`config.mk`:
```
export PLATFORM = sky130hd
export DESIGN_NAME = race_core
export DESIGN_NICKNAME = d
export VERILOG_FILES = /design/src/source/racer_pkg.sv /design/src/source/steer_angle.sv /design/src/source/speed_update.sv /design/src/source/cordic_rotate.sv /design/src/source/position_integrate.sv /design/src/source/car_dynamics.sv /design/src/source/race_core.sv
export VERILOG_INCLUDE_DIRS = /design/src /design/src/source
export SDC_FILE = /design/constraint.sdc
export NUM_CORES = 2
export LEC_CHECK = 0
export BUFFER_PORTS_ARGS = -buffer_cell sky130_fd_sc_hd__buf_2
export CORE_MARGIN = 2
export CORE_UTILIZATION = 60
export CTS_BUF_LIST = sky130_fd_sc_hd__clkbuf_16
export DETAILED_ROUTE_END_ITERATION = 10
export PLACE_DENSITY_LB_ADDON = 0.25
export SLEW_MARGIN = 20
export SYNTH_ARGS = -nofsm -noshare
export SYNTH_HDL_FRONTEND = slang
export SYNTH_SLANG_ARGS = --single-unit
```
`constraint.sdc`:
```
create_clock -name car1_v_decomposition_done -period 6.7 [get_ports car1_v_decomposition_done]
set_input_delay 0 -clock car1_v_decomposition_done [delete_from_list [all_inputs] [get_ports car1_v_decomposition_done]]
set_output_delay 0 -clock car1_v_decomposition_done [all_outputs]
set_load 0.02 [all_outputs]
```
`src/source/racer_cfg.svh`:
```
`ifndef RACER_CFG_SVH
`define RACER_CFG_SVH

// fixed-point formats
`define RACER_ANG_W            9
`define RACER_VFRAC            8   // velocity and position fraction bits
`define RACER_VINT             8   // includes sign
`define RACER_AFRAC            4   // throttle fraction bits
`define RACER_FRICTION_SHIFT   4
`define RACER_VMAX             12

// arena limits in whole units
`define RACER_XMIN             (-800)
`define RACER_XMAX             800
`define RACER_YMIN             (-400)
`define RACER_YMAX             400

`define RACER_CAR1_X0          350
`define RACER_CAR1_Y0          32
`define RACER_CAR2_X0          300
`define RACER_CAR2_Y0          0
`define RACER_INIT_ANGLE       90

`define RACER_CORDIC_ITER      12
`define RACER_CORDIC_AFRAC     8
// atan(2^-i) in degrees times 256
`define RACER_CORDIC_ATAN_0    11520
`define RACER_CORDIC_ATAN_1    6801
`define RACER_CORDIC_ATAN_2    3593
`define RACER_CORDIC_ATAN_3    1824
`define RACER_CORDIC_ATAN_4    916
`define RACER_CORDIC_ATAN_5    458
`define RACER_CORDIC_ATAN_6    229
`define RACER_CORDIC_ATAN_7    115
`define RACER_CORDIC_ATAN_8    57
`define RACER_CORDIC_ATAN_9    29
`define RACER_CORDIC_ATAN_10   14
`define RACER_CORDIC_ATAN_11   7
`define RACER_CORDIC_GAIN      39797 // 0.60725 * 2^16

`endif

```
`src/source/racer_pkg.sv`:
```
`default_nettype none
`include "racer_cfg.svh"

package racer_pkg;

    typedef logic signed [`RACER_VINT+`RACER_VFRAC-1:0] speed_t; // 8.8
    typedef logic signed [`RACER_VFRAC+11:0]            pos_t;   // 12.8
    typedef logic        [`RACER_ANG_W-1:0]             angle_t; // 0 to 359
    typedef logic signed [11:0]                         coord_t; // whole units

    typedef struct packed {
        logic [2:0] acc;   // 0 to 7
        logic [1:0] omega; // bit0 hold, else bit1 picks +1 or -1
    } car_cmd_t;

    typedef struct packed {
        speed_t vx;
        speed_t vy;
    } vel_vec_t;

    typedef struct packed {
        pos_t x;
        pos_t y;
    } car_pos_t;

    typedef struct packed {
        angle_t heading;
        coord_t x;
        coord_t y;
        speed_t speed;
    } car_out_t;

endpackage

`default_nettype wire

```
`src/source/steer_angle.sv`:
```
`timescale 1ns/1ns
`default_nettype none
`include "racer_cfg.svh"

module steer_angle (
    input  wire                     car1_v_decomposition_done,
    input  wire                     i_rst_n,
    input  wire                     i_en,
    input  wire  [1:0]              i_omega,
    output racer_pkg::angle_t       o_angle
);

    localparam racer_pkg::angle_t LAST_DEG = racer_pkg::angle_t'(359);

    racer_pkg::angle_t angle_r;
    racer_pkg::angle_t angle_nx;

    always_comb begin
        angle_nx = angle_r;
        if (!i_omega[0]) begin
            if (i_omega[1]) begin
                // turn left, 359 rolls over to 0
                angle_nx = (angle_r == LAST_DEG) ? '0 : angle_r + 1'b1;
            end else begin
                angle_nx = (angle_r == '0) ? LAST_DEG : angle_r - 1'b1;
            end
        end
    end

    always_ff @(posedge car1_v_decomposition_done or negedge i_rst_n) begin
        if (!i_rst_n) begin
            angle_r <= racer_pkg::angle_t'(`RACER_INIT_ANGLE);
        end else if (i_en) begin
            angle_r <= angle_nx;
        end
    end

    assign o_angle = angle_r;

endmodule

`default_nettype wire

```
`src/source/speed_update.sv`:
```
`timescale 1ns/1ns
`default_nettype none
`include "racer_cfg.svh"

module speed_update (
    input  wire                     car1_v_decomposition_done,
    input  wire                     i_rst_n,
    input  wire                     i_en,
    input  wire  [2:0]              i_acc,
    output racer_pkg::speed_t       o_speed
);

    localparam int SW = $bits(racer_pkg::speed_t);
    localparam int EW = SW + 2; // room for the sum before clamping

    localparam logic signed [EW-1:0] VTOP = `RACER_VMAX <<< `RACER_VFRAC;

    racer_pkg::speed_t     speed_r;
    logic signed [EW-1:0]  v_ext;
    logic signed [EW-1:0]  acc_term;
    logic signed [EW-1:0]  v_sum;
    logic signed [EW-1:0]  v_clamp;

    assign v_ext    = EW'(speed_r);
    assign acc_term = EW'(i_acc) <<< (`RACER_VFRAC - `RACER_AFRAC); // align 3.4 to 8.8

    // friction takes 1/16 of the old speed
    assign v_sum = v_ext - (v_ext >>> `RACER_FRICTION_SHIFT) + acc_term;

    always_comb begin
        v_clamp = v_sum;
        if (v_sum < 0) begin
            v_clamp = '0;
        end else if (v_sum > VTOP) begin
            v_clamp = VTOP;
        end
    end

    always_ff @(posedge car1_v_decomposition_done or negedge i_rst_n) begin
        if (!i_rst_n) begin
            speed_r <= '0;
        end else if (i_en) begin
            speed_r <= v_clamp[SW-1:0];
        end
    end

    assign o_speed = speed_r;

endmodule

`default_nettype wire

```
`src/source/cordic_rotate.sv`:
```
`timescale 1ns/1ns
`default_nettype none
`include "racer_cfg.svh"

module cordic_rotate (
    input  wire                            car1_v_decomposition_done,
    input  wire                            i_rst_n,
    input  wire                            i_start,
    input  wire racer_pkg::speed_t         i_mag,
    input  wire signed [`RACER_ANG_W-1:0]  i_angle, // -180 to 179
    output logic                           o_done,
    output racer_pkg::vel_vec_t            o_vec
);

    localparam int SW   = $bits(racer_pkg::speed_t);
    localparam int XW   = SW + 2;                               // gain of 1.647 needs headroom
    localparam int ZW   = `RACER_ANG_W + `RACER_CORDIC_AFRAC;
    localparam int AW   = `RACER_ANG_W;
    localparam int CW   = $clog2(`RACER_CORDIC_ITER + 2);
    localparam int ITER = `RACER_CORDIC_ITER;

    localparam logic [CW-1:0]        LAST = CW'(ITER + 1);  // scale step
    localparam logic signed [AW-1:0] A90  = 90;
    localparam logic signed [AW-1:0] A180 = 180;
    localparam logic signed [17:0]   GAIN = `RACER_CORDIC_GAIN;

    logic                 busy;
    logic [CW-1:0]        cnt;
    logic [CW-1:0]        idx;
    racer_pkg::speed_t    mag_r;
    logic signed [AW-1:0] ang_r;
    logic signed [XW-1:0] x_r, y_r;
    logic signed [ZW-1:0] z_r;
    logic signed [XW-1:0] pre_x;
    logic signed [AW-1:0] pre_ang;
    logic signed [ZW-1:0] pre_z;
    logic signed [XW-1:0] it_x, it_y;
    logic signed [ZW-1:0] it_z;
    logic signed [XW+17:0] prod_x, prod_y;

    function automatic logic signed [ZW-1:0] atan_lut(input logic [CW-1:0] i);
        case (i)
            0:       atan_lut = ZW'(`RACER_CORDIC_ATAN_0);
            1:       atan_lut = ZW'(`RACER_CORDIC_ATAN_1);
            2:       atan_lut = ZW'(`RACER_CORDIC_ATAN_2);
            3:       atan_lut = ZW'(`RACER_CORDIC_ATAN_3);
            4:       atan_lut = ZW'(`RACER_CORDIC_ATAN_4);
            5:       atan_lut = ZW'(`RACER_CORDIC_ATAN_5);
            6:       atan_lut = ZW'(`RACER_CORDIC_ATAN_6);
            7:       atan_lut = ZW'(`RACER_CORDIC_ATAN_7);
            8:       atan_lut = ZW'(`RACER_CORDIC_ATAN_8);
            9:       atan_lut = ZW'(`RACER_CORDIC_ATAN_9);
            10:      atan_lut = ZW'(`RACER_CORDIC_ATAN_10);
            11:      atan_lut = ZW'(`RACER_CORDIC_ATAN_11);
            default: atan_lut = '0;
        endcase
    endfunction

    // fold the angle into -90..90, flipping x for the far half
    always_comb begin
        pre_x   = XW'(mag_r);
        pre_ang = ang_r;
        if (ang_r > A90) begin
            pre_ang = ang_r - A180;
            pre_x   = -pre_x;
        end else if (ang_r < -A90) begin
            pre_ang = ang_r + A180;
            pre_x   = -pre_x;
        end
        pre_z = ZW'(pre_ang) <<< `RACER_CORDIC_AFRAC;
    end

    assign idx = cnt - 1'b1; // step index during iterations

    always_comb begin
        if (z_r >= 0) begin
            it_x = x_r - (y_r >>> idx);
            it_y = y_r + (x_r >>> idx);
            it_z = z_r - atan_lut(idx);
        end else begin
            it_x = x_r + (y_r >>> idx);
            it_y = y_r - (x_r >>> idx);
            it_z = z_r + atan_lut(idx);
        end
    end

    assign prod_x = x_r * GAIN;
    assign prod_y = y_r * GAIN;

    always_ff @(posedge car1_v_decomposition_done or negedge i_rst_n) begin
        if (!i_rst_n) begin
            busy   <= 1'b0;
            cnt    <= '0;
            o_done <= 1'b0;
        end else begin
            o_done <= 1'b0;
            if (!busy) begin
                if (i_start) begin
                    busy <= 1'b1;
                    cnt  <= '0;
                end
            end else if (cnt == LAST) begin
                busy   <= 1'b0;
                o_done <= 1'b1;
            end else begin
                cnt <= cnt + 1'b1;
            end
        end
    end

    always_ff @(posedge car1_v_decomposition_done) begin
        if (!busy && i_start) begin
            mag_r <= i_mag;
            ang_r <= i_angle;
        end
        if (busy) begin
            if (cnt == '0) begin        // load and pre-rotate
                x_r <= pre_x;
                y_r <= '0;
                z_r <= pre_z;
            end else if (cnt != LAST) begin
                x_r <= it_x;
                y_r <= it_y;
                z_r <= it_z;
            end else begin              // gain correction, >>> 16
                o_vec.vx <= prod_x[16 +: SW];
                o_vec.vy <= prod_y[16 +: SW];
            end
        end
    end

endmodule

`default_nettype wire

```
`src/source/position_integrate.sv`:
```
`timescale 1ns/1ns
`default_nettype none
`include "racer_cfg.svh"

module position_integrate #(
    parameter int INIT_X = 0,
    parameter int INIT_Y = 0
) (
    input  wire                       car1_v_decomposition_done,
    input  wire                       i_rst_n,
    input  wire                       i_en,
    input  wire racer_pkg::vel_vec_t  i_vel,
    output racer_pkg::coord_t         o_x,
    output racer_pkg::coord_t         o_y
);

    localparam int PW = $bits(racer_pkg::pos_t);
    localparam int CW = $bits(racer_pkg::coord_t);

    localparam racer_pkg::pos_t X0  = racer_pkg::pos_t'(INIT_X <<< `RACER_VFRAC);
    localparam racer_pkg::pos_t Y0  = racer_pkg::pos_t'(INIT_Y <<< `RACER_VFRAC);
    localparam racer_pkg::pos_t XLO = racer_pkg::pos_t'(`RACER_XMIN <<< `RACER_VFRAC);
    localparam racer_pkg::pos_t XHI = racer_pkg::pos_t'(`RACER_XMAX <<< `RACER_VFRAC);
    localparam racer_pkg::pos_t YLO = racer_pkg::pos_t'(`RACER_YMIN <<< `RACER_VFRAC);
    localparam racer_pkg::pos_t YHI = racer_pkg::pos_t'(`RACER_YMAX <<< `RACER_VFRAC);

    racer_pkg::car_pos_t pos_r;

    function automatic racer_pkg::pos_t step_axis(input racer_pkg::pos_t p,
                                                  input racer_pkg::speed_t v,
                                                  input racer_pkg::pos_t lo,
                                                  input racer_pkg::pos_t hi);
        logic signed [PW:0] sum;
        sum = (PW+1)'(p) + (PW+1)'(v);
        if (sum <= (PW+1)'(lo)) return lo;   // pinned to the wall
        if (sum >= (PW+1)'(hi)) return hi;
        return sum[PW-1:0];
    endfunction

    // round half up on the dropped fraction
    function automatic racer_pkg::coord_t round_pos(input racer_pkg::pos_t p);
        racer_pkg::coord_t whole;
        whole = racer_pkg::coord_t'(p >>> `RACER_VFRAC);
        return whole + $signed({{(CW-1){1'b0}}, p[`RACER_VFRAC-1]});
    endfunction

    always_ff @(posedge car1_v_decomposition_done or negedge i_rst_n) begin
        if (!i_rst_n) begin
            pos_r.x <= X0;
            pos_r.y <= Y0;
        end else if (i_en) begin
            pos_r.x <= step_axis(pos_r.x, i_vel.vx, XLO, XHI);
            pos_r.y <= step_axis(pos_r.y, i_vel.vy, YLO, YHI);
        end
    end

    assign o_x = round_pos(pos_r.x);
    assign o_y = round_pos(pos_r.y);

endmodule

`default_nettype wire

```
`src/source/car_dynamics.sv`:
```
`timescale 1ns/1ns
`default_nettype none
`include "racer_cfg.svh"

module car_dynamics #(
    parameter int INIT_X = 0,
    parameter int INIT_Y = 0
) (
    input  wire                       car1_v_decomposition_done,
    input  wire                       i_rst_n,
    input  wire                       i_frame_go,
    input  wire racer_pkg::car_cmd_t  i_cmd,
    output logic                      o_idle,
    output racer_pkg::car_out_t       o_car
);

    racer_pkg::angle_t    heading;
    racer_pkg::speed_t    speed;
    racer_pkg::coord_t    pos_x, pos_y;
    racer_pkg::vel_vec_t  vel_r;      // vector from the last decomposition
    racer_pkg::vel_vec_t  rot_vec;
    logic                 rot_done;
    logic                 start_r;
    logic                 busy_r;
    logic signed [`RACER_ANG_W-1:0] rot_angle;

    steer_angle u_steer (
        .car1_v_decomposition_done (car1_v_decomposition_done),
        .i_rst_n                   (i_rst_n),
        .i_en                      (i_frame_go),
        .i_omega                   (i_cmd.omega),
        .o_angle                   (heading)
    );

    speed_update u_speed (
        .car1_v_decomposition_done (car1_v_decomposition_done),
        .i_rst_n                   (i_rst_n),
        .i_en                      (i_frame_go),
        .i_acc                     (i_cmd.acc),
        .o_speed                   (speed)
    );

    // moves with the vector of the previous frame
    position_integrate #(
        .INIT_X (INIT_X),
        .INIT_Y (INIT_Y)
    ) u_pos (
        .car1_v_decomposition_done (car1_v_decomposition_done),
        .i_rst_n                   (i_rst_n),
        .i_en                      (i_frame_go),
        .i_vel                     (vel_r),
        .o_x                       (pos_x),
        .o_y                       (pos_y)
    );

    // 180..359 maps onto -180..-1, 9-bit wrap does the subtraction
    assign rot_angle = (heading >= 9'd180) ? $signed(heading - 9'd360) : $signed(heading);

    cordic_rotate u_cordic (
        .car1_v_decomposition_done (car1_v_decomposition_done),
        .i_rst_n                   (i_rst_n),
        .i_start                   (start_r),
        .i_mag                     (speed),
        .i_angle                   (rot_angle),
        .o_done                    (rot_done),
        .o_vec                     (rot_vec)
    );

    always_ff @(posedge car1_v_decomposition_done or negedge i_rst_n) begin
        if (!i_rst_n) begin
            start_r <= 1'b0;
            busy_r  <= 1'b0;
            vel_r   <= '0;
        end else begin
            start_r <= i_frame_go; // new speed and heading are valid now
            if (i_frame_go) begin
                busy_r <= 1'b1;
            end else if (rot_done) begin
                busy_r <= 1'b0;
                vel_r  <= rot_vec;
            end
        end
    end

    assign o_idle = ~busy_r;
    assign o_car  = '{heading: heading, x: pos_x, y: pos_y, speed: speed};

endmodule

`default_nettype wire

```
`src/source/race_core.sv`:
```
`timescale 1ns/1ns
`default_nettype none
`include "racer_cfg.svh"

module race_core (
    input  wire                       car1_v_decomposition_done,
    input  wire                       i_rst_n,
    input  wire                       i_step,
    input  wire racer_pkg::car_cmd_t  i_car1_cmd,
    input  wire racer_pkg::car_cmd_t  i_car2_cmd,
    output logic                      o_ready,
    output racer_pkg::car_out_t       o_car1,
    output racer_pkg::car_out_t       o_car2
);

    logic frame_go;
    logic car1_idle, car2_idle;

    // steps while either car is busy are dropped
    assign o_ready  = car1_idle & car2_idle;
    assign frame_go = i_step & o_ready;

    car_dynamics #(
        .INIT_X (`RACER_CAR1_X0),
        .INIT_Y (`RACER_CAR1_Y0)
    ) u_car1 (
        .car1_v_decomposition_done (car1_v_decomposition_done),
        .i_rst_n                   (i_rst_n),
        .i_frame_go                (frame_go),
        .i_cmd                     (i_car1_cmd),
        .o_idle                    (car1_idle),
        .o_car                     (o_car1)
    );

    car_dynamics #(
        .INIT_X (`RACER_CAR2_X0),
        .INIT_Y (`RACER_CAR2_Y0)
    ) u_car2 (
        .car1_v_decomposition_done (car1_v_decomposition_done),
        .i_rst_n                   (i_rst_n),
        .i_frame_go                (frame_go),
        .i_cmd                     (i_car2_cmd),
        .o_idle                    (car2_idle),
        .o_car                     (o_car2)
    );

endmodule

`default_nettype wire

```
==> flow_metrics.tcl <==
set metrics [dict create \
    drv_cap 0 \
    num_rows 114 \
    grt_max_degree 118 \
    required_ns 7.09 \
    drt_iter0_markers 2961 \
    slew_headroom_pct 30.6 \
    numPortBuffers 111 \
    ios 112 \
    crit_slowest_cell "edfxtp_1" \
    synth_common_cells "inv_1 (973), ha_1 (908), fa_1 (479)" \
    ys_ff_latch 429 \
    yosysMostFrequentCell "inv_1" \
    clock_latency_ns 0.65 \
    antenna_found_initial 1 \
    core-area_um2 96700 \
    met1_length_um 62900 \
    cts_buffer_depth 3 \
    crit_family "adder cells" \
    seqPwrFrac_pct 48.8 \
    cp-end-kind "flop" \
    cp.arrival_ns 6.77 \
    vias 44000 \
    clkSinkCount 429 \
    netlist.area_leader.share_pct 19.4 \
    maxSlewViolCount 0 \
    max_stage_delay_ns 0.53 \
    hold_viol 0 \
    route.top_layer_used "met4" \
    cts_buffers 51 \
    num-fill-cells 7933 \
    rsz0062_at_grt "false" \
    dieArea_um2 100000 \
    grt_overflow 0 \
    syn-num-nets 7491 \
    crit_path_max_fanout 7 \
    track_usage_pct 27.4 \
    seq_area_frac_synth_pct 20.2 \
    n_antenna_cell 0 \
    setup-tns-final_ns 0 \
    synth.distinct_cells 100 \
    h-tree-depth 2 \
    wire_per_inst_um 17.9 \
    hold_class "input pin to flop" \
    route.met2.wl_um 62500 \
    finClkSkew_ns 0.0139 \
    ys_warn_count 0 \
    firstDrtPassIters 6 \
    root_buffer "clkbuf_16" \
    syn_area_um2 58600 \
    drt_wl_total_um 135000 \
    netlist_instances 6091 \
    swShare_pct 22.5 \
    power-per-cell-area_nw_per_um2 90.0 \
    ir_drop_v 0.000162 \
    p_int_uw 4370 \
    dieWidth_um 316 \
    gp_congestion 0.926 \
    total_power_uw 5650 \
    nNetsFinal 7609 \
    drive_gt1_share_pct 8.89 \
    first_global_vias 44400 \
    cts_tree "built" \
    vias_per_cell 5.84 \
    yosysTopAreaCell "ha_1" \
    finalCritPeriodShare_pct 95.2 \
    leakage_uw 0.0305 \
    wl_met3_um 6700 \
    critPathLaunchType "flop" \
    drtAntennaViolNets 0 \
    start_util_pct 60.6 \
    dp_hpwl_um 108000 \
    p_clk_share_pct 50.0 \
    max_freq_mhz 157 \
    p_sw_uw 1270 \
    worst_pin_slew_ns 1.04 \
    status "complete, no violations" \
    synth_flop_cell "edfxtp_1" \
    die_height_um 316 \
    finalCriticalPeriod_ns 6.38 \
    finalSetupViolations 0 \
    worstPathCellList "ha_1, xor2_1, ha_1, inv_1, fa_1, inv_1, fa_1, fa_1, inv_1, fa_1, inv_1, ha_1, a21o_1, a21o_1, a211o_1, a21oi_2, a21oi_1, a41o_1, a32o_1, or4_1, a31oi_1, xnor2_1" \
    synth-edff-count 220 \
    crit_type "flop to flop" \
    synth_area_per_cell_um2 9.62 \
    p_comb_share_pct 1.3 \
    critPathBufInv 4 \
    synthToLayoutAreaGrowth_pct 7.08 \
    grt_pass1_wl_um 226000 \
    async_flop_share_pct 48.7 \
    clk_pin_slew_worst_paths_ns 0.06 \
    ys_top_cells_by_area "ha_1 (19%), fa_1 (16%), edfxtp_1 (11%)" \
    drcViolationCount 0 \
]
==> final timing paths <==
kind                                                       from                                      to  slack, ns  depth (start not counted)
setup / recovery           u_car2.u_cordic.y_r[7]$_SDFFCE_PP0P_     u_car2.u_cordic.o_vec[14]$_DFFE_PP_       0.32                         22
hold / removal                                           i_step      u_car2.u_pos.pos_r[36]$_DFFE_PN1P_       0.08                          4
setup reg to reg           u_car2.u_cordic.y_r[7]$_SDFFCE_PP0P_     u_car2.u_cordic.o_vec[14]$_DFFE_PP_       0.32                         22
hold reg to reg                u_car2.u_cordic.o_done$_DFF_PN0_               u_car2.busy_r$_DFFE_PN0P_       0.45                          1
max in group asynchronous                               i_rst_n  u_car1.u_speed.o_speed[14]$_DFFE_PN0P_       5.13                          4
min in group asynchronous                               i_rst_n            u_car2.vel_r[27]$_DFFE_PN0P_       0.43                          3
==> layer usage <==
metal	GRT usage (%)	vias up
li1	-	21300
met1	39.4	21400
met2	45.3	1152
met3	2.75	181
met4	5.53	0
met5	0	-
==> final cells by class <==
cell class,instances,area [um2],area share (%)
multi-input cells,4535,42500,67.7
flip-flops and latches,429,11900,18.9
inverters,975,3660,5.83
well taps,1276,1600,2.55
repair buffers,217,1420,2.27
clock buffers,54,1350,2.15
clock inverters,42,359,0.572
==> repair_timing <==
action,in CTS,in global routing
hold buffers,10,0
hold endpoints to repair,110,0
buffers inserted,0,3
setup endpoints to repair,0,10
gates resized for setup,0,4
==> through the flow <==
step	cell area (um2)	cells	hold slack, ns	setup WS, ns	utilization (%)
floorplan	58600	6091	-0.296	0.0120	-
detailed placement	60900	7419	0.0740	0.0643	62.9
finish	62700	7528	0.0810	0.319	64.9
global route	62700	7528	0.125	0.0141	64.9
global placement	60900	7419	0.0610	0.181	62.9
CTS	62700	7525	0.0555	0.0217	64.8
==> tightest hold or removal path, stage by stage <==
cell	delay, ns
buf_2	0.10
nand2_4	0.36
nand2_1	0.18
o21ai_0	0.06
==> kinds of logic after synthesis <==
| kind of cell | Yosys count | share of synthesized area, % |
|---|---|---|
| and+or+nand+nor | 1189 | 9.84 |
| DFF | 429 | 20.2 |
| adders and majority gates | 1387 | 35.8 |
| AOI/OAI and AO/OA | 1197 | 13.3 |
| buffers and inverters | 1127 | 7.37 |
| xor gates and xnor gates | 516 | 7.71 |
| muxes | 246 | 5.77 |
==> cell usage in the layout (no fill, tap or decap), types with 33 or more instances in the layout <==
master / instances
nor2_1: 355
a211oi_1: 42
mux2_2: 106
o21bai_1: 35
clkbuf_16: 54
fa_1: 479
and3_1: 65
xor2_1: 205
ha_1: 907
o211ai_1: 33
a21o_1: 116
nand3_1: 100
nand2_1: 285
mux2i_1: 71
or3_1: 34
inv_1: 976
nor2b_1: 46
a21oi_1: 320
xnor2_1: 311
o31ai_1: 35
buf_4: 94
a31oi_1: 55
nor3_1: 85
edfxtp_1: 220
a22o_1: 60
o21ai_0: 229
o21a_1: 50
dfrtp_1: 188
nand2b_1: 45
buf_2: 110
mux4_2: 62
==> power by group through the flow <==
stage | combinational, uW | clock (uW) | sequential [uW]
2_1_floorplan | 29.2 | 0 | 2810
3_3_place_gp | 67.7 | 0 | 2810
3_5_place_dp | 69.2 | 0 | 2810
4_1_cts | 74.1 | 2880 | 2750
5_1_grt | 82.9 | 2990 | 2750
6_report | 71.7 | 2820 | 2750
==> flip-flops by register name, summed over array words and instances, names as in the netlist, 16 cells and up <==
name	flops
u_car1.u_cordic.mag_r	16
u_car1.u_pos.pos_r	40
u_car2.u_cordic.x_r	18
u_car1.u_cordic.y_r	18
u_car2.u_cordic.z_r	17
u_car2.u_cordic.o_vec	32
u_car1.u_cordic.z_r	17
u_car2.vel_r	32
u_car2.u_pos.pos_r	40
u_car1.u_cordic.x_r	18
u_car1.u_speed.o_speed	16
u_car2.u_cordic.mag_r	16
u_car1.u_cordic.o_vec	32
u_car2.u_speed.o_speed	16
u_car1.vel_r	32
u_car2.u_cordic.y_r	18
Power figures use the tool's default switching activity.
